**src/hw/bsplit_cfg.svh**
```systemverilog
`ifndef BSPLIT_CFG_SVH
`define BSPLIT_CFG_SVH

// --------------------
// Bus widths
// --------------------

// Address width in bits
`define BSPLIT_ADDR_W 32

// Data width in bits, strobe is one bit per byte
`define BSPLIT_DATA_W 32

// Transaction ID width in bits
`define BSPLIT_ID_W 4

// --------------------
// Queue sizing
// --------------------

// Bursts that may be outstanding per direction
`define BSPLIT_MAX_TXNS 4

`endif

```
**src/hw/bsplit_pkg.sv**
```systemverilog
`include "bsplit_cfg.svh"

package bsplit_pkg;

  // --------------------
  // Encodings
  // --------------------
  typedef enum logic [1:0] {
    BURST_FIXED = 2'b00,
    BURST_INCR  = 2'b01,
    BURST_WRAP  = 2'b10
  } burst_e;

  typedef enum logic [1:0] {
    RESP_OKAY   = 2'b00,
    RESP_EXOKAY = 2'b01,
    RESP_SLVERR = 2'b10,
    RESP_DECERR = 2'b11
  } resp_e;

  // Splitter FSM
  typedef enum logic {
    IDLE,
    BUSY
  } ax_state_e;

  // Response path FSM, shared by R and B
  typedef enum logic {
    PASS,
    HOLD
  } hold_state_e;

  typedef logic [7:0] len_t;

  // --------------------
  // Channel payloads
  // --------------------
  typedef struct packed {
    logic [`BSPLIT_ID_W-1:0]   id;
    logic [`BSPLIT_ADDR_W-1:0] addr;
    len_t                      len;
    logic [2:0]                size;
    burst_e                    burst;
  } ax_chan_t;

  typedef struct packed {
    logic [`BSPLIT_DATA_W-1:0]   data;
    logic [`BSPLIT_DATA_W/8-1:0] strb;
    logic                        last;
  } w_chan_t;

  typedef struct packed {
    logic [`BSPLIT_ID_W-1:0] id;
    resp_e                   resp;
  } b_chan_t;

  typedef struct packed {
    logic [`BSPLIT_ID_W-1:0]   id;
    logic [`BSPLIT_DATA_W-1:0] data;
    resp_e                     resp;
    logic                      last;
  } r_chan_t;

endpackage

```
**src/hw/ax_splitter.sv**
```systemverilog
`timescale 1ns/1ps
`include "bsplit_cfg.svh"

module ax_splitter (
  input  logic                 clk_i,
  input  logic                 rst_n_i,

  input  bsplit_pkg::ax_chan_t ax_i,
  input  logic                 ax_valid_i,
  output logic                 ax_ready_o,

  output bsplit_pkg::ax_chan_t ax_o,
  output logic                 ax_valid_o,
  input  logic                 ax_ready_i,

  output bsplit_pkg::len_t     push_len_o,
  output logic                 push_valid_o,
  input  logic                 push_ready_i
);

  localparam int ADDR_W = `BSPLIT_ADDR_W;

  bsplit_pkg::ax_state_e state_q, state_d;
  bsplit_pkg::ax_chan_t  ax_q, ax_d;

  // Address of the following beat, FIXED bursts keep the address
  function automatic logic [ADDR_W-1:0] next_addr(input bsplit_pkg::ax_chan_t ax);
    logic [ADDR_W-1:0] step;
    step = ADDR_W'(1) << ax.size;
    if (ax.burst == bsplit_pkg::BURST_INCR) begin
      next_addr = ax.addr + step;
    end else begin
      next_addr = ax.addr;
    end
  endfunction

  // Original length goes to the queue unchanged
  assign push_len_o = ax_i.len;

  always_comb begin
    state_d      = state_q;
    ax_d         = ax_q;
    ax_o         = ax_q;
    ax_o.len     = '0;
    ax_valid_o   = 1'b0;
    ax_ready_o   = 1'b0;
    push_valid_o = 1'b0;

    case (state_q)
      bsplit_pkg::IDLE: begin
        if (ax_valid_i && push_ready_i) begin
          if (ax_i.len == '0) begin
            // Single beat, straight through
            ax_o       = ax_i;
            ax_valid_o = 1'b1;
            if (ax_ready_i) begin
              push_valid_o = 1'b1;
              ax_ready_o   = 1'b1;
            end
          end else begin
            // Take the burst and offer its first beat right away
            ax_d         = ax_i;
            push_valid_o = 1'b1;
            ax_ready_o   = 1'b1;
            ax_o         = ax_i;
            ax_o.len     = '0;
            ax_valid_o   = 1'b1;
            if (ax_ready_i) begin
              ax_d.len  = ax_i.len - 8'd1;
              ax_d.addr = next_addr(ax_i);
            end
            state_d = bsplit_pkg::BUSY;
          end
        end
      end
      bsplit_pkg::BUSY: begin
        ax_valid_o = 1'b1;
        if (ax_ready_i) begin
          if (ax_q.len == '0) begin
            state_d = bsplit_pkg::IDLE;
          end else begin
            ax_d.len  = ax_q.len - 8'd1;
            ax_d.addr = next_addr(ax_q);
          end
        end
      end
      default: begin
        state_d = bsplit_pkg::IDLE;
      end
    endcase
  end

  always_ff @(posedge clk_i) begin
    if (!rst_n_i) begin
      state_q <= bsplit_pkg::IDLE;
    end else begin
      state_q <= state_d;
    end
  end

  // Stored burst, len counts the beats still to send minus one
  always_ff @(posedge clk_i) begin
    ax_q <= ax_d;
  end

endmodule

```
**src/hw/burst_len_queue.sv**
```systemverilog
`timescale 1ns/1ps
`include "bsplit_cfg.svh"

module burst_len_queue (
  input  logic             clk_i,
  input  logic             rst_n_i,

  input  bsplit_pkg::len_t push_len_i,
  input  logic             push_valid_i,
  output logic             push_ready_o,

  output logic             head_valid_o,
  output bsplit_pkg::len_t remaining_o,
  input  logic             dec_i
);

  localparam int DEPTH = `BSPLIT_MAX_TXNS;
  localparam int PTR_W = (DEPTH > 1) ? $clog2(DEPTH) : 1;
  localparam int CNT_W = $clog2(DEPTH + 1);

  bsplit_pkg::len_t mem_q [DEPTH];
  logic [PTR_W-1:0] wr_ptr_q;
  logic [PTR_W-1:0] rd_ptr_q;
  logic [CNT_W-1:0] count_q;
  bsplit_pkg::len_t beat_q;
  logic             push;
  logic             pop;
  logic             dec;

  assign push_ready_o = (count_q != CNT_W'(DEPTH));
  assign head_valid_o = (count_q != '0);
  assign remaining_o  = mem_q[rd_ptr_q] - beat_q;

  assign push = push_valid_i && push_ready_o;
  assign dec  = dec_i && head_valid_o;
  // Last beat of the head burst retires the entry
  assign pop  = dec && (remaining_o == '0);

  always_ff @(posedge clk_i) begin
    if (!rst_n_i) begin
      wr_ptr_q <= '0;
      rd_ptr_q <= '0;
      count_q  <= '0;
      beat_q   <= '0;
    end else begin
      if (push) begin
        wr_ptr_q <= (wr_ptr_q == PTR_W'(DEPTH - 1)) ? '0 : wr_ptr_q + PTR_W'(1);
      end
      if (pop) begin
        rd_ptr_q <= (rd_ptr_q == PTR_W'(DEPTH - 1)) ? '0 : rd_ptr_q + PTR_W'(1);
        beat_q   <= '0;
      end else if (dec) begin
        beat_q <= beat_q + 8'd1;
      end
      count_q <= count_q + CNT_W'(push) - CNT_W'(pop);
    end
  end

  always_ff @(posedge clk_i) begin
    if (push) begin
      mem_q[wr_ptr_q] <= push_len_i;
    end
  end

endmodule

```
**src/hw/r_last_gen.sv**
```systemverilog
`timescale 1ns/1ps

module r_last_gen (
  input  logic                clk_i,
  input  logic                rst_n_i,

  input  bsplit_pkg::r_chan_t mst_r_i,
  input  logic                mst_r_valid_i,
  output logic                mst_r_ready_o,

  output bsplit_pkg::r_chan_t slv_r_o,
  output logic                slv_r_valid_o,
  input  logic                slv_r_ready_i,

  input  logic                head_valid_i,
  input  bsplit_pkg::len_t    remaining_i,
  output logic                dec_o
);

  bsplit_pkg::hold_state_e state_q, state_d;
  logic                    last_q, last_d;

  always_comb begin
    state_d       = state_q;
    last_d        = last_q;
    slv_r_o       = mst_r_i;
    slv_r_o.last  = 1'b0;
    slv_r_valid_o = 1'b0;
    mst_r_ready_o = 1'b0;
    dec_o         = 1'b0;

    case (state_q)
      bsplit_pkg::PASS: begin
        // Need the head length before the beat can go up
        if (mst_r_valid_i && head_valid_i) begin
          last_d        = (remaining_i == '0);
          slv_r_o.last  = last_d;
          slv_r_valid_o = 1'b1;
          dec_o         = 1'b1;
          if (slv_r_ready_i) begin
            mst_r_ready_o = 1'b1;
          end else begin
            state_d = bsplit_pkg::HOLD;
          end
        end
      end
      bsplit_pkg::HOLD: begin
        // Counter already moved on, so last comes from the register
        slv_r_o.last  = last_q;
        slv_r_valid_o = mst_r_valid_i;
        if (mst_r_valid_i && slv_r_ready_i) begin
          mst_r_ready_o = 1'b1;
          state_d       = bsplit_pkg::PASS;
        end
      end
      default: begin
        state_d = bsplit_pkg::PASS;
      end
    endcase
  end

  always_ff @(posedge clk_i) begin
    if (!rst_n_i) begin
      state_q <= bsplit_pkg::PASS;
      last_q  <= 1'b0;
    end else begin
      state_q <= state_d;
      last_q  <= last_d;
    end
  end

endmodule

```
**src/hw/b_merge.sv**
```systemverilog
`timescale 1ns/1ps

module b_merge (
  input  logic                clk_i,
  input  logic                rst_n_i,

  input  bsplit_pkg::b_chan_t mst_b_i,
  input  logic                mst_b_valid_i,
  output logic                mst_b_ready_o,

  output bsplit_pkg::b_chan_t slv_b_o,
  output logic                slv_b_valid_o,
  input  logic                slv_b_ready_i,

  input  logic                head_valid_i,
  input  bsplit_pkg::len_t    remaining_i,
  output logic                dec_o
);

  bsplit_pkg::hold_state_e state_q, state_d;
  logic                    err_q, err_d;
  bsplit_pkg::resp_e       resp_q, resp_d;
  logic                    beat_err;
  bsplit_pkg::resp_e       merged;

  // SLVERR and DECERR both count as a failed beat
  assign beat_err = (mst_b_i.resp == bsplit_pkg::RESP_SLVERR) ||
                    (mst_b_i.resp == bsplit_pkg::RESP_DECERR);
  assign merged   = (err_q || beat_err) ? bsplit_pkg::RESP_SLVERR : mst_b_i.resp;

  always_comb begin
    state_d       = state_q;
    err_d         = err_q;
    resp_d        = resp_q;
    slv_b_o       = mst_b_i;
    slv_b_valid_o = 1'b0;
    mst_b_ready_o = 1'b0;
    dec_o         = 1'b0;

    case (state_q)
      bsplit_pkg::PASS: begin
        if (mst_b_valid_i && head_valid_i) begin
          dec_o = 1'b1;
          if (remaining_i != '0) begin
            // Intermediate beat is swallowed here
            mst_b_ready_o = 1'b1;
            err_d         = err_q || beat_err;
          end else begin
            slv_b_o.resp  = merged;
            slv_b_valid_o = 1'b1;
            err_d         = 1'b0;
            if (slv_b_ready_i) begin
              mst_b_ready_o = 1'b1;
            end else begin
              resp_d  = merged;
              state_d = bsplit_pkg::HOLD;
            end
          end
        end
      end
      bsplit_pkg::HOLD: begin
        slv_b_o.resp  = resp_q;
        slv_b_valid_o = mst_b_valid_i;
        if (mst_b_valid_i && slv_b_ready_i) begin
          mst_b_ready_o = 1'b1;
          state_d       = bsplit_pkg::PASS;
        end
      end
      default: begin
        state_d = bsplit_pkg::PASS;
      end
    endcase
  end

  always_ff @(posedge clk_i) begin
    if (!rst_n_i) begin
      state_q <= bsplit_pkg::PASS;
      err_q   <= 1'b0;
    end else begin
      state_q <= state_d;
      err_q   <= err_d;
    end
  end

  // Merged response kept while upstream stalls
  always_ff @(posedge clk_i) begin
    resp_q <= resp_d;
  end

endmodule

```
**src/hw/burst_splitter_top.sv**
```systemverilog
`timescale 1ns/1ps

module burst_splitter_top (
  input  logic                 clk_i,
  input  logic                 rst_n_i,

  // Upstream side
  input  bsplit_pkg::ax_chan_t slv_aw_i,
  input  logic                 slv_aw_valid_i,
  output logic                 slv_aw_ready_o,
  input  bsplit_pkg::w_chan_t  slv_w_i,
  input  logic                 slv_w_valid_i,
  output logic                 slv_w_ready_o,
  output bsplit_pkg::b_chan_t  slv_b_o,
  output logic                 slv_b_valid_o,
  input  logic                 slv_b_ready_i,
  input  bsplit_pkg::ax_chan_t slv_ar_i,
  input  logic                 slv_ar_valid_i,
  output logic                 slv_ar_ready_o,
  output bsplit_pkg::r_chan_t  slv_r_o,
  output logic                 slv_r_valid_o,
  input  logic                 slv_r_ready_i,

  // Downstream side
  output bsplit_pkg::ax_chan_t mst_aw_o,
  output logic                 mst_aw_valid_o,
  input  logic                 mst_aw_ready_i,
  output bsplit_pkg::w_chan_t  mst_w_o,
  output logic                 mst_w_valid_o,
  input  logic                 mst_w_ready_i,
  input  bsplit_pkg::b_chan_t  mst_b_i,
  input  logic                 mst_b_valid_i,
  output logic                 mst_b_ready_o,
  output bsplit_pkg::ax_chan_t mst_ar_o,
  output logic                 mst_ar_valid_o,
  input  logic                 mst_ar_ready_i,
  input  bsplit_pkg::r_chan_t  mst_r_i,
  input  logic                 mst_r_valid_i,
  output logic                 mst_r_ready_o
);

  bsplit_pkg::len_t aw_push_len;
  logic             aw_push_valid;
  logic             aw_push_ready;
  logic             b_head_valid;
  bsplit_pkg::len_t b_remaining;
  logic             b_dec;

  bsplit_pkg::len_t ar_push_len;
  logic             ar_push_valid;
  logic             ar_push_ready;
  logic             r_head_valid;
  bsplit_pkg::len_t r_remaining;
  logic             r_dec;

  // --------------------
  // Write path
  // --------------------
  ax_splitter i_aw_splitter (
    .clk_i        (clk_i),
    .rst_n_i      (rst_n_i),
    .ax_i         (slv_aw_i),
    .ax_valid_i   (slv_aw_valid_i),
    .ax_ready_o   (slv_aw_ready_o),
    .ax_o         (mst_aw_o),
    .ax_valid_o   (mst_aw_valid_o),
    .ax_ready_i   (mst_aw_ready_i),
    .push_len_o   (aw_push_len),
    .push_valid_o (aw_push_valid),
    .push_ready_i (aw_push_ready)
  );

  burst_len_queue i_aw_len_queue (
    .clk_i        (clk_i),
    .rst_n_i      (rst_n_i),
    .push_len_i   (aw_push_len),
    .push_valid_i (aw_push_valid),
    .push_ready_o (aw_push_ready),
    .head_valid_o (b_head_valid),
    .remaining_o  (b_remaining),
    .dec_i        (b_dec)
  );

  // Every downstream write is a single beat
  always_comb begin
    mst_w_o      = slv_w_i;
    mst_w_o.last = 1'b1;
  end
  assign mst_w_valid_o = slv_w_valid_i;
  assign slv_w_ready_o = mst_w_ready_i;

  b_merge i_b_merge (
    .clk_i         (clk_i),
    .rst_n_i       (rst_n_i),
    .mst_b_i       (mst_b_i),
    .mst_b_valid_i (mst_b_valid_i),
    .mst_b_ready_o (mst_b_ready_o),
    .slv_b_o       (slv_b_o),
    .slv_b_valid_o (slv_b_valid_o),
    .slv_b_ready_i (slv_b_ready_i),
    .head_valid_i  (b_head_valid),
    .remaining_i   (b_remaining),
    .dec_o         (b_dec)
  );

  // --------------------
  // Read path
  // --------------------
  ax_splitter i_ar_splitter (
    .clk_i        (clk_i),
    .rst_n_i      (rst_n_i),
    .ax_i         (slv_ar_i),
    .ax_valid_i   (slv_ar_valid_i),
    .ax_ready_o   (slv_ar_ready_o),
    .ax_o         (mst_ar_o),
    .ax_valid_o   (mst_ar_valid_o),
    .ax_ready_i   (mst_ar_ready_i),
    .push_len_o   (ar_push_len),
    .push_valid_o (ar_push_valid),
    .push_ready_i (ar_push_ready)
  );

  burst_len_queue i_ar_len_queue (
    .clk_i        (clk_i),
    .rst_n_i      (rst_n_i),
    .push_len_i   (ar_push_len),
    .push_valid_i (ar_push_valid),
    .push_ready_o (ar_push_ready),
    .head_valid_o (r_head_valid),
    .remaining_o  (r_remaining),
    .dec_i        (r_dec)
  );

  r_last_gen i_r_last_gen (
    .clk_i         (clk_i),
    .rst_n_i       (rst_n_i),
    .mst_r_i       (mst_r_i),
    .mst_r_valid_i (mst_r_valid_i),
    .mst_r_ready_o (mst_r_ready_o),
    .slv_r_o       (slv_r_o),
    .slv_r_valid_o (slv_r_valid_o),
    .slv_r_ready_i (slv_r_ready_i),
    .head_valid_i  (r_head_valid),
    .remaining_i   (r_remaining),
    .dec_o         (r_dec)
  );

endmodule

```
**config.mk**
```make
export PLATFORM = sky130hd
export DESIGN_NAME = burst_splitter_top
export DESIGN_NICKNAME = d
export VERILOG_FILES = /design/src/hw/bsplit_pkg.sv /design/src/hw/ax_splitter.sv /design/src/hw/burst_len_queue.sv /design/src/hw/r_last_gen.sv /design/src/hw/b_merge.sv /design/src/hw/burst_splitter_top.sv
export VERILOG_INCLUDE_DIRS = /design/src /design/src/hw
export SDC_FILE = /design/constraint.sdc
export NUM_CORES = 1
export LEC_CHECK = 0
export BUFFER_PORTS_ARGS = -buffer_cell sky130_fd_sc_hd__buf_4
export CAP_MARGIN = 30
export CORE_ASPECT_RATIO = 0.6
export CORE_UTILIZATION = 40
export CTS_BUF_LIST = sky130_fd_sc_hd__clkbuf_4 sky130_fd_sc_hd__clkbuf_8
export DETAILED_ROUTE_END_ITERATION = 6
export GPL_TIMING_DRIVEN = 1
export PLACE_DENSITY = 0.7
export SYNTH_ARGS = -nofsm -noshare
export SYNTH_HDL_FRONTEND = slang
export SYNTH_HIERARCHICAL = 1
export SYNTH_SLANG_ARGS = --single-unit
```
**constraint.sdc**
```tcl
create_clock -name clk_i -period 4.77 [get_ports clk_i]
set_input_delay 0.954 -clock clk_i [delete_from_list [all_inputs] [get_ports clk_i]]
set_output_delay 0.954 -clock clk_i [all_outputs]
set_load 0.005 [all_outputs]
```
## After elaboration in Yosys (flattened, before gate mapping)

Memories as Yosys holds them, arrays and structs flattened. A register that Yosys moved wholly into a read port is not among the register bits.
Cells that the tools add are included.
W data, S select, Z words.

| storage, ports and cells | value |
|---|---|
| memories kept | 2 |
| bits in latches | 0 |
| bits in writable memories | 64 |
| logic and storage cells | 205 |
| ROM bits | 0 |
| register bits after elaboration | 136 |

| operators by class | value |
|---|---|
| equality and inequality tests | 22 |
| multiplexer cells | 89 |
| magnitude comparators | 0 |
| shift-type cells | 4 |
| add/sub/neg operators | 20 |
| reductions and logical operators | 34 |
| div/mod/pow operators | 0 |
| multiply operators | 0 |
| bitwise logic cells | 9 |

Memories:

| name | depth | width | read ports | clocked after Yosys merged registers in | wr ports | line | source |
|---|---|---|---|---|---|---|---|
| i_ar_len_queue.mem_q | 4 | 8 | 1 | 1 | 1 | burst_len_queue.sv:21 | `bsplit_pkg::len_t mem_q [DEPTH];` |
| i_aw_len_queue.mem_q | 4 | 8 | 1 | 1 | 1 | burst_len_queue.sv:21 |  |

Operator list:

| operator | number |
|---|---|
| $mux W40 | 6 |
| $mux W49 | 4 |
| $mux W45 | 4 |
| $pmux W40 S2 | 2 |
| $add A32 B32 Y32 | 4 |
| $mux W32 | 4 |
| $shl A1 B3 Y32 const A | 4 |
| $logic_not A8 Y1 | 6 |
| $mux W1 | 44 |
| $sub A8 B1 Y8 const B | 4 |
| $mux W13 | 2 |
| $mux W2 | 11 |
| $pmux W1 S2 | 11 |
| $add A8 B1 Y8 const B | 2 |
| $ne A2 B2 Y1 const B | 8 |
| $sub A8 B8 Y8 | 2 |
| $eq A2 B2 Y1 const B | 6 |
| $logic_and A1 B1 Y1 | 12 |
| $reduce_and A4 Y1 | 3 |
| $reduce_and A5 Y1 | 2 |
| $not A1 Y1 | 9 |
| $add A2 B1 Y2 const B | 4 |
| $eq A2 B1 Y1 const B | 4 |
| $reduce_bool A8 Y1 | 1 |
| other kinds (10) | 19 |

## Logic depth before layout (Yosys ltp)

Gate-level depths: netlist (run 1).

| depth | value |
|---|---|
| depth after elaboration | 8 |
| mapped depth | 18 |
| gate-level depth less buffers | 16 |

## By module

Netlist (run 1), hierarchy kept.

By module, submodules not included:

| module | cells each | times used | area each (µm²) |
|---|---|---|---|
| ax_splitter | 585 | 2 | 4,674.5 |
| burst_len_queue at i_ar_len_queue | 190 | 1 | 2,436.1 |
| burst_len_queue at i_aw_len_queue | 180 | 1 | 2,393.5 |
| r_last_gen | 54 | 1 | 435.4 |
| b_merge | 32 | 1 | 320.3 |
| burst_splitter_top | 40 | 1 | 296.5 |

## Least setup slack after synthesis (run 1)

Ideal clock, no wire load.

| timing | value |
|---|---|
| path type | register to register |
| start | reg (tool-made name) |
| end | reg i_ar_len_queue.count_q[2] |
| clock period less this slack | 4.012 ns |
| stages on the path, launching flop included | 19 |
| data arrival time | 3.897 ns |
| library setup time | 0.115 ns |
| buffers on the path | 2 |
| data required time | 4.655 ns |
| slack | 0.758 ns |
| path through | dfxtp_1 clkbuf_1 mux4_2 inv_1 ha_1 fa_1 nor2b_1 o31a_1 a21oi_1 or4bb_1 nor4_4 buf_6 xnor2_1 ha_1 inv_1 fa_1 xnor2_1 xnor2_1 and2_1 |

RTL lines:

| element | line | source |
|---|---|---|
| end signal: assignment | burst_len_queue.sv:55 | `count_q <= count_q + CNT_W'(push) - CNT_W'(pop);` |
| end: declaration | burst_len_queue.sv:24 | `logic [CNT_W-1:0] count_q;` |

==> flow_summary.toml, run 1 <==
[status]
status = "complete, no violations"

[floorplanning]
dieArea_um2 = 38890
design.core.area_um2 = 36890
start_util_pct = 41.29
core.rowCount = 54
die_h_um = 153.2
die_w_um = 253.9
pin_count = 382

[yosys]
yosysTopAreaCellShare_pct = 32.33
yosysTopAreaCell = "edfxtp_1"
synth_area_per_cell_um2 = 9.142
ys_seq_area_share_pct = 37.59
synth_area_leaders = "edfxtp_1 (32%), nand2_1 (8.2%), xnor2_1 (6.7%)"
ys.flop_type = "edfxtp_1"
synth_edf_count = 164
synthesis.area_um2 = 15230
synth_cell_type_count = 76
yosysWarnings = 6
synth_cells = 1666
ys_seq_elements = 204
async_reset_ff_share_pct = 0

[routing]
finalWirelength_mm = 42.90
route.detailed.drc = 0
antenna_left = 0
drt_iter0_markers = 1206
routedWlPerCell_um = 18.72
first_pass_iters = 5
routed_via_density = 5.624
vias = 12890

[sta]
drv_slew = 0
period_share_pct = 96.62
post-route-min-period_ns = 4.609
tightest_slew_ns = 1.092
setup_ws_ns = 0.1610
hold_viol = 0
slew_headroom_pct = 26.95
finClkSkew_ns = 0.03574
setup_viol = 0
tns_ns = 0
fmax_ghz = 0.2170
rsz0062_at_grt = "no"

[power_and_ir_drop]
ir_worst_vdd_v = 0.0001890
p_leak_nw = 6.752
power_density_nw_per_um2 = 352.7

[worst_setup_path]
cp_max_fo = 7
crit_required_ns = 3.82
startpoint_type = "flip-flop"
r2r_setup_slack_ns = 0.74
path_class = "flip-flop to primary output"
cp.arrival_ns = 3.65
end_kind = "primary output"

[cts]
cts_tree = "done"
post-cts-setup-buffers = 0
cts-root-buf = "clkbuf_8"
cts.sinks = 204
worstSkewPairLatency_ns = 0.56
max-clock-path-buffers = 3
clkTransAtPathRegs_ns = 0.06
htreeDepth = 2
cts_made_buffers = 36
ctsHoldBuffers = 0

[hold_path]
hp-start = "i_aw_len_queue/rd_ptr_q[1]"
hold_class = "flip-flop to flip-flop"

[global_route]
first_global_vias = 12350
grt_util_all_layers_pct = 21.51
overflow = 0
antenna_found_initial = 1
grt_max_degree = 46
grt_pass1_wl_mm = 66.74

[final_layout]
area.growth.synth_to_final_pct = 13.69
drive_gt1_share_pct = 19.47
fin_nets = 2029

[job]
drv_cap = 0

[placed_design]
gp_congestion = 0.8713
pre_cts_ws_ns = 0.3861
dp_hpwl_mm = 31.92
portBuffers = 206
==> metal layers <==
layer	up-vias	share of wire, %	GRT usage, %
met2	553	41	29.66
met1	6226	48	32.25
li1	6022	-	-
met3	87	8.7	5.756
met5	-	0.077	0.8696
met4	2	2.2	6.282
==> critical path: stages, from the launching register on <==
cell and delay [ns]:
dfxtp_4 0.42, mux4_2 0.51, inv_1 0.11, ha_2 0.22
fa_2 0.24, nor2b_2 0.05, o31a_1 0.28, a311o_1 0.43
or4_4 0.46, o41ai_2 0.21, buf_4 0.17
==> through the flow <==
| step | utilization [%] | total power [W] | hold WS, ns | cell area [um^2] | instances |
|---|---|---|---|---|---|
| finish | 46.94 | 0.006107 | 0.4786 | 17320 | 2292 |
| global route | 46.94 | 0.006439 | 0.5256 | 17320 | 2292 |
| CTS | 46.84 | 0.006131 | 0.4955 | 17280 | 2291 |
| detailed placement | 44.75 | 0.004330 | 0.4935 | 16510 | 2228 |
| global placement | 44.75 | 0.004269 | 0.4700 | 16510 | 2228 |
| floorplan | - | 0.003637 | 0.4603 | 15270 | 1676 |
==> synthesized netlist by cell type (all sizes together) (13+ instances only) <==
| master | instances |
|---|---|
| nand3 | 31 |
| nand4 | 21 |
| mux4 | 16 |
| nor2 | 74 |
| a21o | 13 |
| edfxtp | 164 |
| dfxtp | 40 |
| nand2b | 17 |
| and3 | 20 |
| clkbuf | 42 |
| nor3 | 66 |
| nor4 | 31 |
| nand2 | 333 |
| xor2 | 53 |
| o21ai | 40 |
| nor3b | 18 |
| buf | 136 |
| o22ai | 70 |
| inv | 64 |
| xnor2 | 119 |
| a21oi | 48 |
| o211ai | 21 |
| ha | 67 |
| mux2i | 21 |
==> cells by family (layout without fill, tap and decap cells) <==
| kind of cell | after synthesis | after routing | share of synthesized area (%) |
|---|---|---|---|
| flip-flops | 204 | 204 | 37.59 |
| buffers and inverters | 242 | 353 | 9.110 |
| other | 3 | 14 | 0.07393 |
| adder cells (fa/ha/maj) | 75 | 75 | 6.555 |
| AO/OA/AOI/OAI | 246 | 246 | 10.52 |
| multiplexers | 38 | 38 | 3.992 |
| XOR/XNOR | 172 | 172 | 9.989 |
| AND/OR/NAND/NOR | 686 | 686 | 22.16 |
==> sequential cells by signal, indices dropped and copies added, names as in the netlist, 3 cells and up, named ones only <==
register	cells
i_ar_splitter/ax_q	49
i_aw_splitter/ax_q	49
i_ar_len_queue/mem_q	32
i_aw_len_queue/mem_q	32
i_ar_len_queue/beat_q	8
i_aw_len_queue/beat_q	8
i_ar_len_queue/count_q	3
i_aw_len_queue/count_q	3
==> cell type report <==
type,count,area [um^2]
clock inverters,11,108.9
clock buffers,52,646.9
multi-input cells,1230,8245
inverters,64,240.2
flip-flops and latches,204,5733
diodes,1,2.502
fillers,3531,19570
repair buffers,226,1709
well taps,504,630.6
==> cells in the final DEF, fill, tap and decap left out, types with 6 or more instances in the layout <==
cell	synthesis	final
nand2_1	331	331
buf_4	113	225
edfxtp_1	164	164
xnor2_1	117	116
nor2_1	74	72
o22ai_1	70	70
nor3_1	66	66
ha_1	67	65
inv_1	61	61
xor2_1	53	53
a21oi_1	48	46
clkbuf_8	0	41
dfxtp_1	40	38
o21ai_0	39	37
nand3_1	30	29
nor4_1	27	27
o211ai_1	21	21
mux2i_1	21	21
nand4_1	21	21
and3_1	20	20
nor3b_1	18	18
nand2b_1	17	17
conb_1	3	13
a21o_1	13	13
clkbuf_4	0	11
nor2b_1	11	10
and3b_1	10	10
mux4_2	9	9
and2_1	9	9
o21a_1	8	8
o2111ai_1	8	8
mux4_1	7	7
or4_1	7	6
fa_1	8	6
and4_1	6	6
==> report_power, final <==
group	switching, W	leakage, nW	internal [W]
registers	0.000211	1.88	0.00222
clock network	0.000785	0.393	0.000983
logic	0.00108	4.47	0.000823
total	0.00208	6.75	0.00403
==> worst paths after layout <==
path                                     to  depth (start not counted)
setup / recovery                 slv_r_o[0]                         10
hold / removal                    flip-flop                          2
setup reg to reg  i_aw_len_queue/count_q[2]                         14
hold reg to reg                   flip-flop                          2
==> repair_timing <==
action	in CTS	in global routing
pin swaps	0	2
gates resized for setup	4	12
hold endpoints to repair	0	0
setup endpoints to repair	5	5
cloned	0	0
Power figures use the tool's default switching activity.
==> run 2, diff against run 1 <==
Settings changed: CORE_UTILIZATION 40 to 56, PLACE_DENSITY 0.7 to 0.9.
==> run 2 against run 1 <==
- clock power is 7% lower
- critical path type unchanged
- largest cell class unchanged
- first-iteration DRC count rose by 23%
- highest routed layer unchanged
- non-clock buffer count stayed put
==> flow_summary.toml, run 2 (synthesis gave the netlist of run 1 again) <==
[status]
status = "complete, no violations"

[final_layout]
final_common_cell = "nand2_1"
final_util_pct = 64.14
drive_gt1_share_pct = 19.14
final_cell_mix = "nand2_1 (331), buf_4 (225), edfxtp_1 (164), xnor2_1 (117), nor2_1 (72)"
top_regs = "i_ar_splitter/ax_q x49, i_aw_splitter/ax_q x49"
area.growth.synth_to_final_pct = 11.98
design_area_um2 = 17060
fin_nets = 2028

[routing]
routedWlPerCell_um = 19.98
route.detailed.drc = 0
finalWirelength_mm = 42.91
first_pass_iters = 5
vias = 13240
routed_via_density = 6.163
drt_iter0_markers = 1485
antenna_left = 0

[power_and_ir_drop]
swShare_pct = 33.90
power_density_nw_per_um2 = 350.2
clkPwrFrac_pct = 27.5
combinationalPowerShare_pct = 31.7
p_int_w = 0.003949
pwr-share-seq_pct = 40.7
p_leak_nw = 6.731
power.net_switching_w = 0.002025
ir_worst_vdd_v = 0.0001883

[sta]
tightest_slew_ns = 1.028
whs_ns = 0.4619
fmax_ghz = 0.2161
period_share_pct = 97.00
finClkSkew_ns = 0.03808
hold_viol = 0
post-route-min-period_ns = 4.627
drv_slew = 0
slew_headroom_pct = 31.17
setup_viol = 0
rsz0062_at_grt = "yes"

[worst_setup_path]
startpoint_type = "flip-flop"
r2r-end = "i_ar_len_queue/count_q[2]"
crit_required_ns = 3.82
cp.arrival_ns = 3.67
rr_worst_depth = 16
cp_max_fo = 6
path_class = "flip-flop to primary output"
r2r_setup_slack_ns = 0.61
end_kind = "primary output"

[floorplanning]
pin_count = 382
dieArea_um2 = 27880
die_w_um = 214.9
design.core.area_um2 = 26590
core.rowCount = 46
start_util_pct = 57.28
die_h_um = 129.7

[cts]
htreeDepth = 2
clkTransAtPathRegs_ns = 0.07
worstSkewPairLatency_ns = 0.54
ctsHoldBuffers = 0
max-clock-path-buffers = 3
cts_tree = "done"
cts-root-buf = "clkbuf_8"
cts.sinks = 204
cts_made_buffers = 35

[hold_path]
hold_class = "flip-flop to flip-flop"
whs_path_depth = 2
hp-start = "i_aw_len_queue/rd_ptr_q[0]"

[global_route]
first_global_vias = 12050
overflow = 0
grt_max_degree = 46
antenna_found_initial = 1
grt_util_all_layers_pct = 29.97
grt_pass1_wl_mm = 66.07

[placed_design]
gp_congestion = 0.9585
post_dp_cell_area_um2 = 16290
dp_hpwl_mm = 32.12
portBuffers = 206

[job]
drv_cap = 0
-- run 2: cell types whose count changed in the layout (fill, tap and decap cells not counted), moves of 2 or more --
cell,change
clkbuf_4,+3
bufinv_16,-2
clkinv_1,-2
fa_1,+2
fa_2,-2
ha_1,+2
ha_2,-2
-- run 2: critical path, cell delays in order, from the launching register on --
cell,delay (ns)
dfxtp_4,0.42
buf_12,0.12
mux4_2,0.49
ha_1,0.36
nor2b_1,0.17
o31a_1,0.28
a311o_1,0.43
or4_4,0.45
o41ai_2,0.23
buf_4,0.19
-- run 2: stage by stage --
step | setup slack, ns | setup TNS (ns) | instances | total power, W
after floorplan | 0.7585 | 0 | 1676 | 0.003637
after global placement | 0.4585 | 0 | 2083 | 0.004217
after detailed placement | 0.3870 | 0 | 2083 | 0.004311
after CTS | 0.004392 | 0 | 2146 | 0.005973
after global routing | -0.01806 | -0.01806 | 2148 | 0.006294
final | 0.1429 | 0 | 2148 | 0.005974
-- run 2: repair_timing --
| action | in CTS | in global routing |
|---|---|---|
| setup endpoints to repair | 5 | 5 |
| gates resized for setup | 4 | 5 |
| pin swaps | 0 | 1 |
| setup buffers | 0 | 1 |
-- run 2: power groups by stage --
stage / sequential, W / clock, W / combinational [W]
global placement: 0.00244 / 0 / 0.00177
finish: 0.00243 / 0.00165 / 0.00189
floorplan: 0.00239 / 0 / 0.00125
global route: 0.00246 / 0.00176 / 0.00208
detailed placement: 0.00246 / 0 / 0.00185
CTS: 0.00243 / 0.00168 / 0.00187
-- run 2: worst max path at each step --
stage,to,slack (ns),cells after the start
after global placement,slv_r_o[0],0.46,9
after detailed placement,mst_b_ready_o,0.39,10
final,slv_r_o[0],0.14,9
after floorplan,i_ar_len_queue/count_q[2],0.76,18
after CTS,slv_r_o[0],0.004,11
after global routing,slv_r_o[0],-0.02,11
-- run 2: layout make-up --
class / instances / area [um^2]
Clock buffer: 56 / 683.2
Inverter: 64 / 240.2
Multi-Input combinational cell: 1230 / 8194
Tap cell: 360 / 450.4
Sequential cell: 204 / 5734
Antenna cell: 1 / 2.502
Timing Repair Buffer: 226 / 1709
Clock inverter: 7 / 41.29
Fill cell: 2117 / 9535
-- run 2: per-layer routing --
metal	vias up	share of wire, %	track usage [%]
met4	2	3.0	10.97
met3	132	12	7.459
met2	852	42	42.49
met1	6233	42	44.07
li1	6020	-	-
met5	-	0.070	0.8333
==> run 3, diff against run 2 <==
Settings changed: CORE_UTILIZATION 56 to 60, PLACE_DENSITY 0.9 to 0.87.
Clock period 4.77 ns to 5.6 ns, I/O delays scaled along.
==> run 3 against run 2 <==
- combinational power is 14% lower
- hold slack gained 0.038 ns
- sequential share of layout area is 0.22 points higher
- total power fell by 16%
- clock power down 19%
- cell count is 2.1% lower
- via count fell by 0.51%
- largest power group unchanged
==> flow_summary.toml, run 3 (synthesis gave the netlist of run 1 again) <==
[power_and_ir_drop]
p_leak_nw = 6.700
ir_worst_vdd_v = 0.0001823
power_density_nw_per_um2 = 297.7

[cts]
cts-root-buf = "clkbuf_8"
max-clock-path-buffers = 3
cts_made_buffers = 31
post-cts-setup-buffers = 0
worstSkewPairLatency_ns = 0.58
clkTransAtPathRegs_ns = 0.07
cts_tree = "done"
htreeDepth = 1
cts.sinks = 204
ctsHoldBuffers = 0
ctsResizeCount = 0

[routing]
routedWlPerCell_um = 20.61
route.detailed.drc = 0
first_pass_iters = 5
antenna_left = 0
finalWirelength_mm = 43.35
routed_via_density = 6.263
vias = 13170
drt_iter0_markers = 1624

[sta]
drv_slew = 0
tightest_slew_ns = 1.095
whs_ns = 0.5000
slew_headroom_pct = 26.70
tns_ns = 0
setup_viol = 0
finClkSkew_ns = 0.02153
post-route-min-period_ns = 5.261
hold_viol = 0
fmax_ghz = 0.1901
period_share_pct = 93.95
rsz0062_at_grt = "no"

[hold_path]
hold_class = "flip-flop to flip-flop"

[final_layout]
final_cell_mix = "nand2_1 (331), buf_4 (226), edfxtp_1 (164), xnor2_1 (117), nor2_1 (72)"
final_util_pct = 68.91
fillCellCount = 1879
num_antenna_cells = 0
seqCellArea_um2 = 5725
multi_input_area_um2 = 8183
area.growth.synth_to_final_pct = 11.09
top_regs = "i_ar_splitter/ax_q x49, i_aw_splitter/ax_q x49"
final_common_cell = "nand2_1"
final_cells = 2103
drive_gt1_share_pct = 18.64
fin_nets = 2024

[floorplanning]
dieArea_um2 = 26050
die_w_um = 207.7
pin_count = 382
die_h_um = 125.4
design.core.area_um2 = 24550
core.rowCount = 44
start_util_pct = 62.03

[worst_setup_path]
cp_num_cells = 11
critPathTopFamily = "compound AO/OA/AOI/OAI gates"
path_class = "flip-flop to primary output"
slowest_delay_ns = 0.68
slowest_stage = "dfxtp_1"
r2r-end = "i_ar_len_queue/count_q[2]"
rr_worst_depth = 17
cp.arrival_ns = 4.14
end_kind = "primary output"
startpoint_type = "flip-flop"
cp_max_fo = 8
cp_num_buf_inv = 2
worstPathCellList = "mux4_2, inv_1, ha_1, fa_1, nor2b_1, o31a_1, nor4_1, a311o_1, or4_1, o41ai_2, buf_4"
crit_required_ns = 4.48
r2r_setup_slack_ns = 1.13
endpoint = "slv_r_o[0]"

[global_route]
overflow = 0
grt_util_all_layers_pct = 32.28
grt_pass1_wl_mm = 67.34
first_global_vias = 12360
grt_max_degree = 46
antenna_found_initial = 0

[placed_design]
portBuffers = 206
gp_congestion = 0.9645
dp_hpwl_mm = 32.77
dp_cells = 2046

[job]
drv_cap = 0

[status]
status = "complete, no violations"
run 3: worst min path at each step:
| stage | end | depth (start not counted) | startpoint | slack, ns |
|---|---|---|---|---|
| detailed placement | i_ar_len_queue/rd_ptr_q[1] | 2 | i_ar_len_queue/rd_ptr_q[1] | 0.48 |
| global route | i_aw_len_queue/rd_ptr_q[0] | 2 | i_aw_len_queue/rd_ptr_q[0] | 0.53 |
| floorplan | flip-flop | 2 | i_ar_len_queue/rd_ptr_q[1] | 0.46 |
| CTS | i_ar_len_queue/rd_ptr_q[1] | 2 | i_ar_len_queue/rd_ptr_q[1] | 0.50 |
| finish | i_ar_len_queue/rd_ptr_q[1] | 2 | i_ar_len_queue/rd_ptr_q[1] | 0.50 |
| global placement | i_r_last_gen/last_q | 2 | i_r_last_gen/last_q | 0.47 |
run 3: final cells by class:
class,instances,area share [%]
inverters,64,1.420
multi-input cells,1230,48.36
well taps,322,2.381
flip-flops and latches,204,33.84
clock buffers,49,3.579
repair buffers,226,10.03
clock inverters,8,0.3919
run 3: worst min-delay path: cells and delay by family, from the launching register on:
family / cells / cell delay [ns]
DFF: 1 / 0.31
muxes: 1 / 0.06
and+or+nand+nor: 1 / 0.08
run 3: stage by stage:
stage / instance area [um^2] / worst slack, ns / total power (W)
floorplan: 15270 / 1.588 / 0.003098
global placement: 16250 / 1.036 / 0.003607
detailed placement: 16250 / 0.9451 / 0.003682
CTS: 16920 / 0.2805 / 0.005028
global route: 16920 / 0.08026 / 0.005280
finish: 16920 / 0.3385 / 0.005037
run 3: where the power goes:
part	internal, W	leakage (nW)	switching (W)
sequential	0.00189	1.88	0.000177
clock	0.000732	0.359	0.000610
combinational	0.000694	4.46	0.000930
total	0.00332	6.70	0.00172
run 3: routing by layer:
metal / vias up / track usage (%) / share of wire [%]
met3: 104 / 9.294 / 13
met2: 854 / 46.13 / 42
met5: - / 0.9074 / 0
met4: 0 / 8.627 / 2.4
li1: 5997 / - / -
met1: 6217 / 47.54 / 43
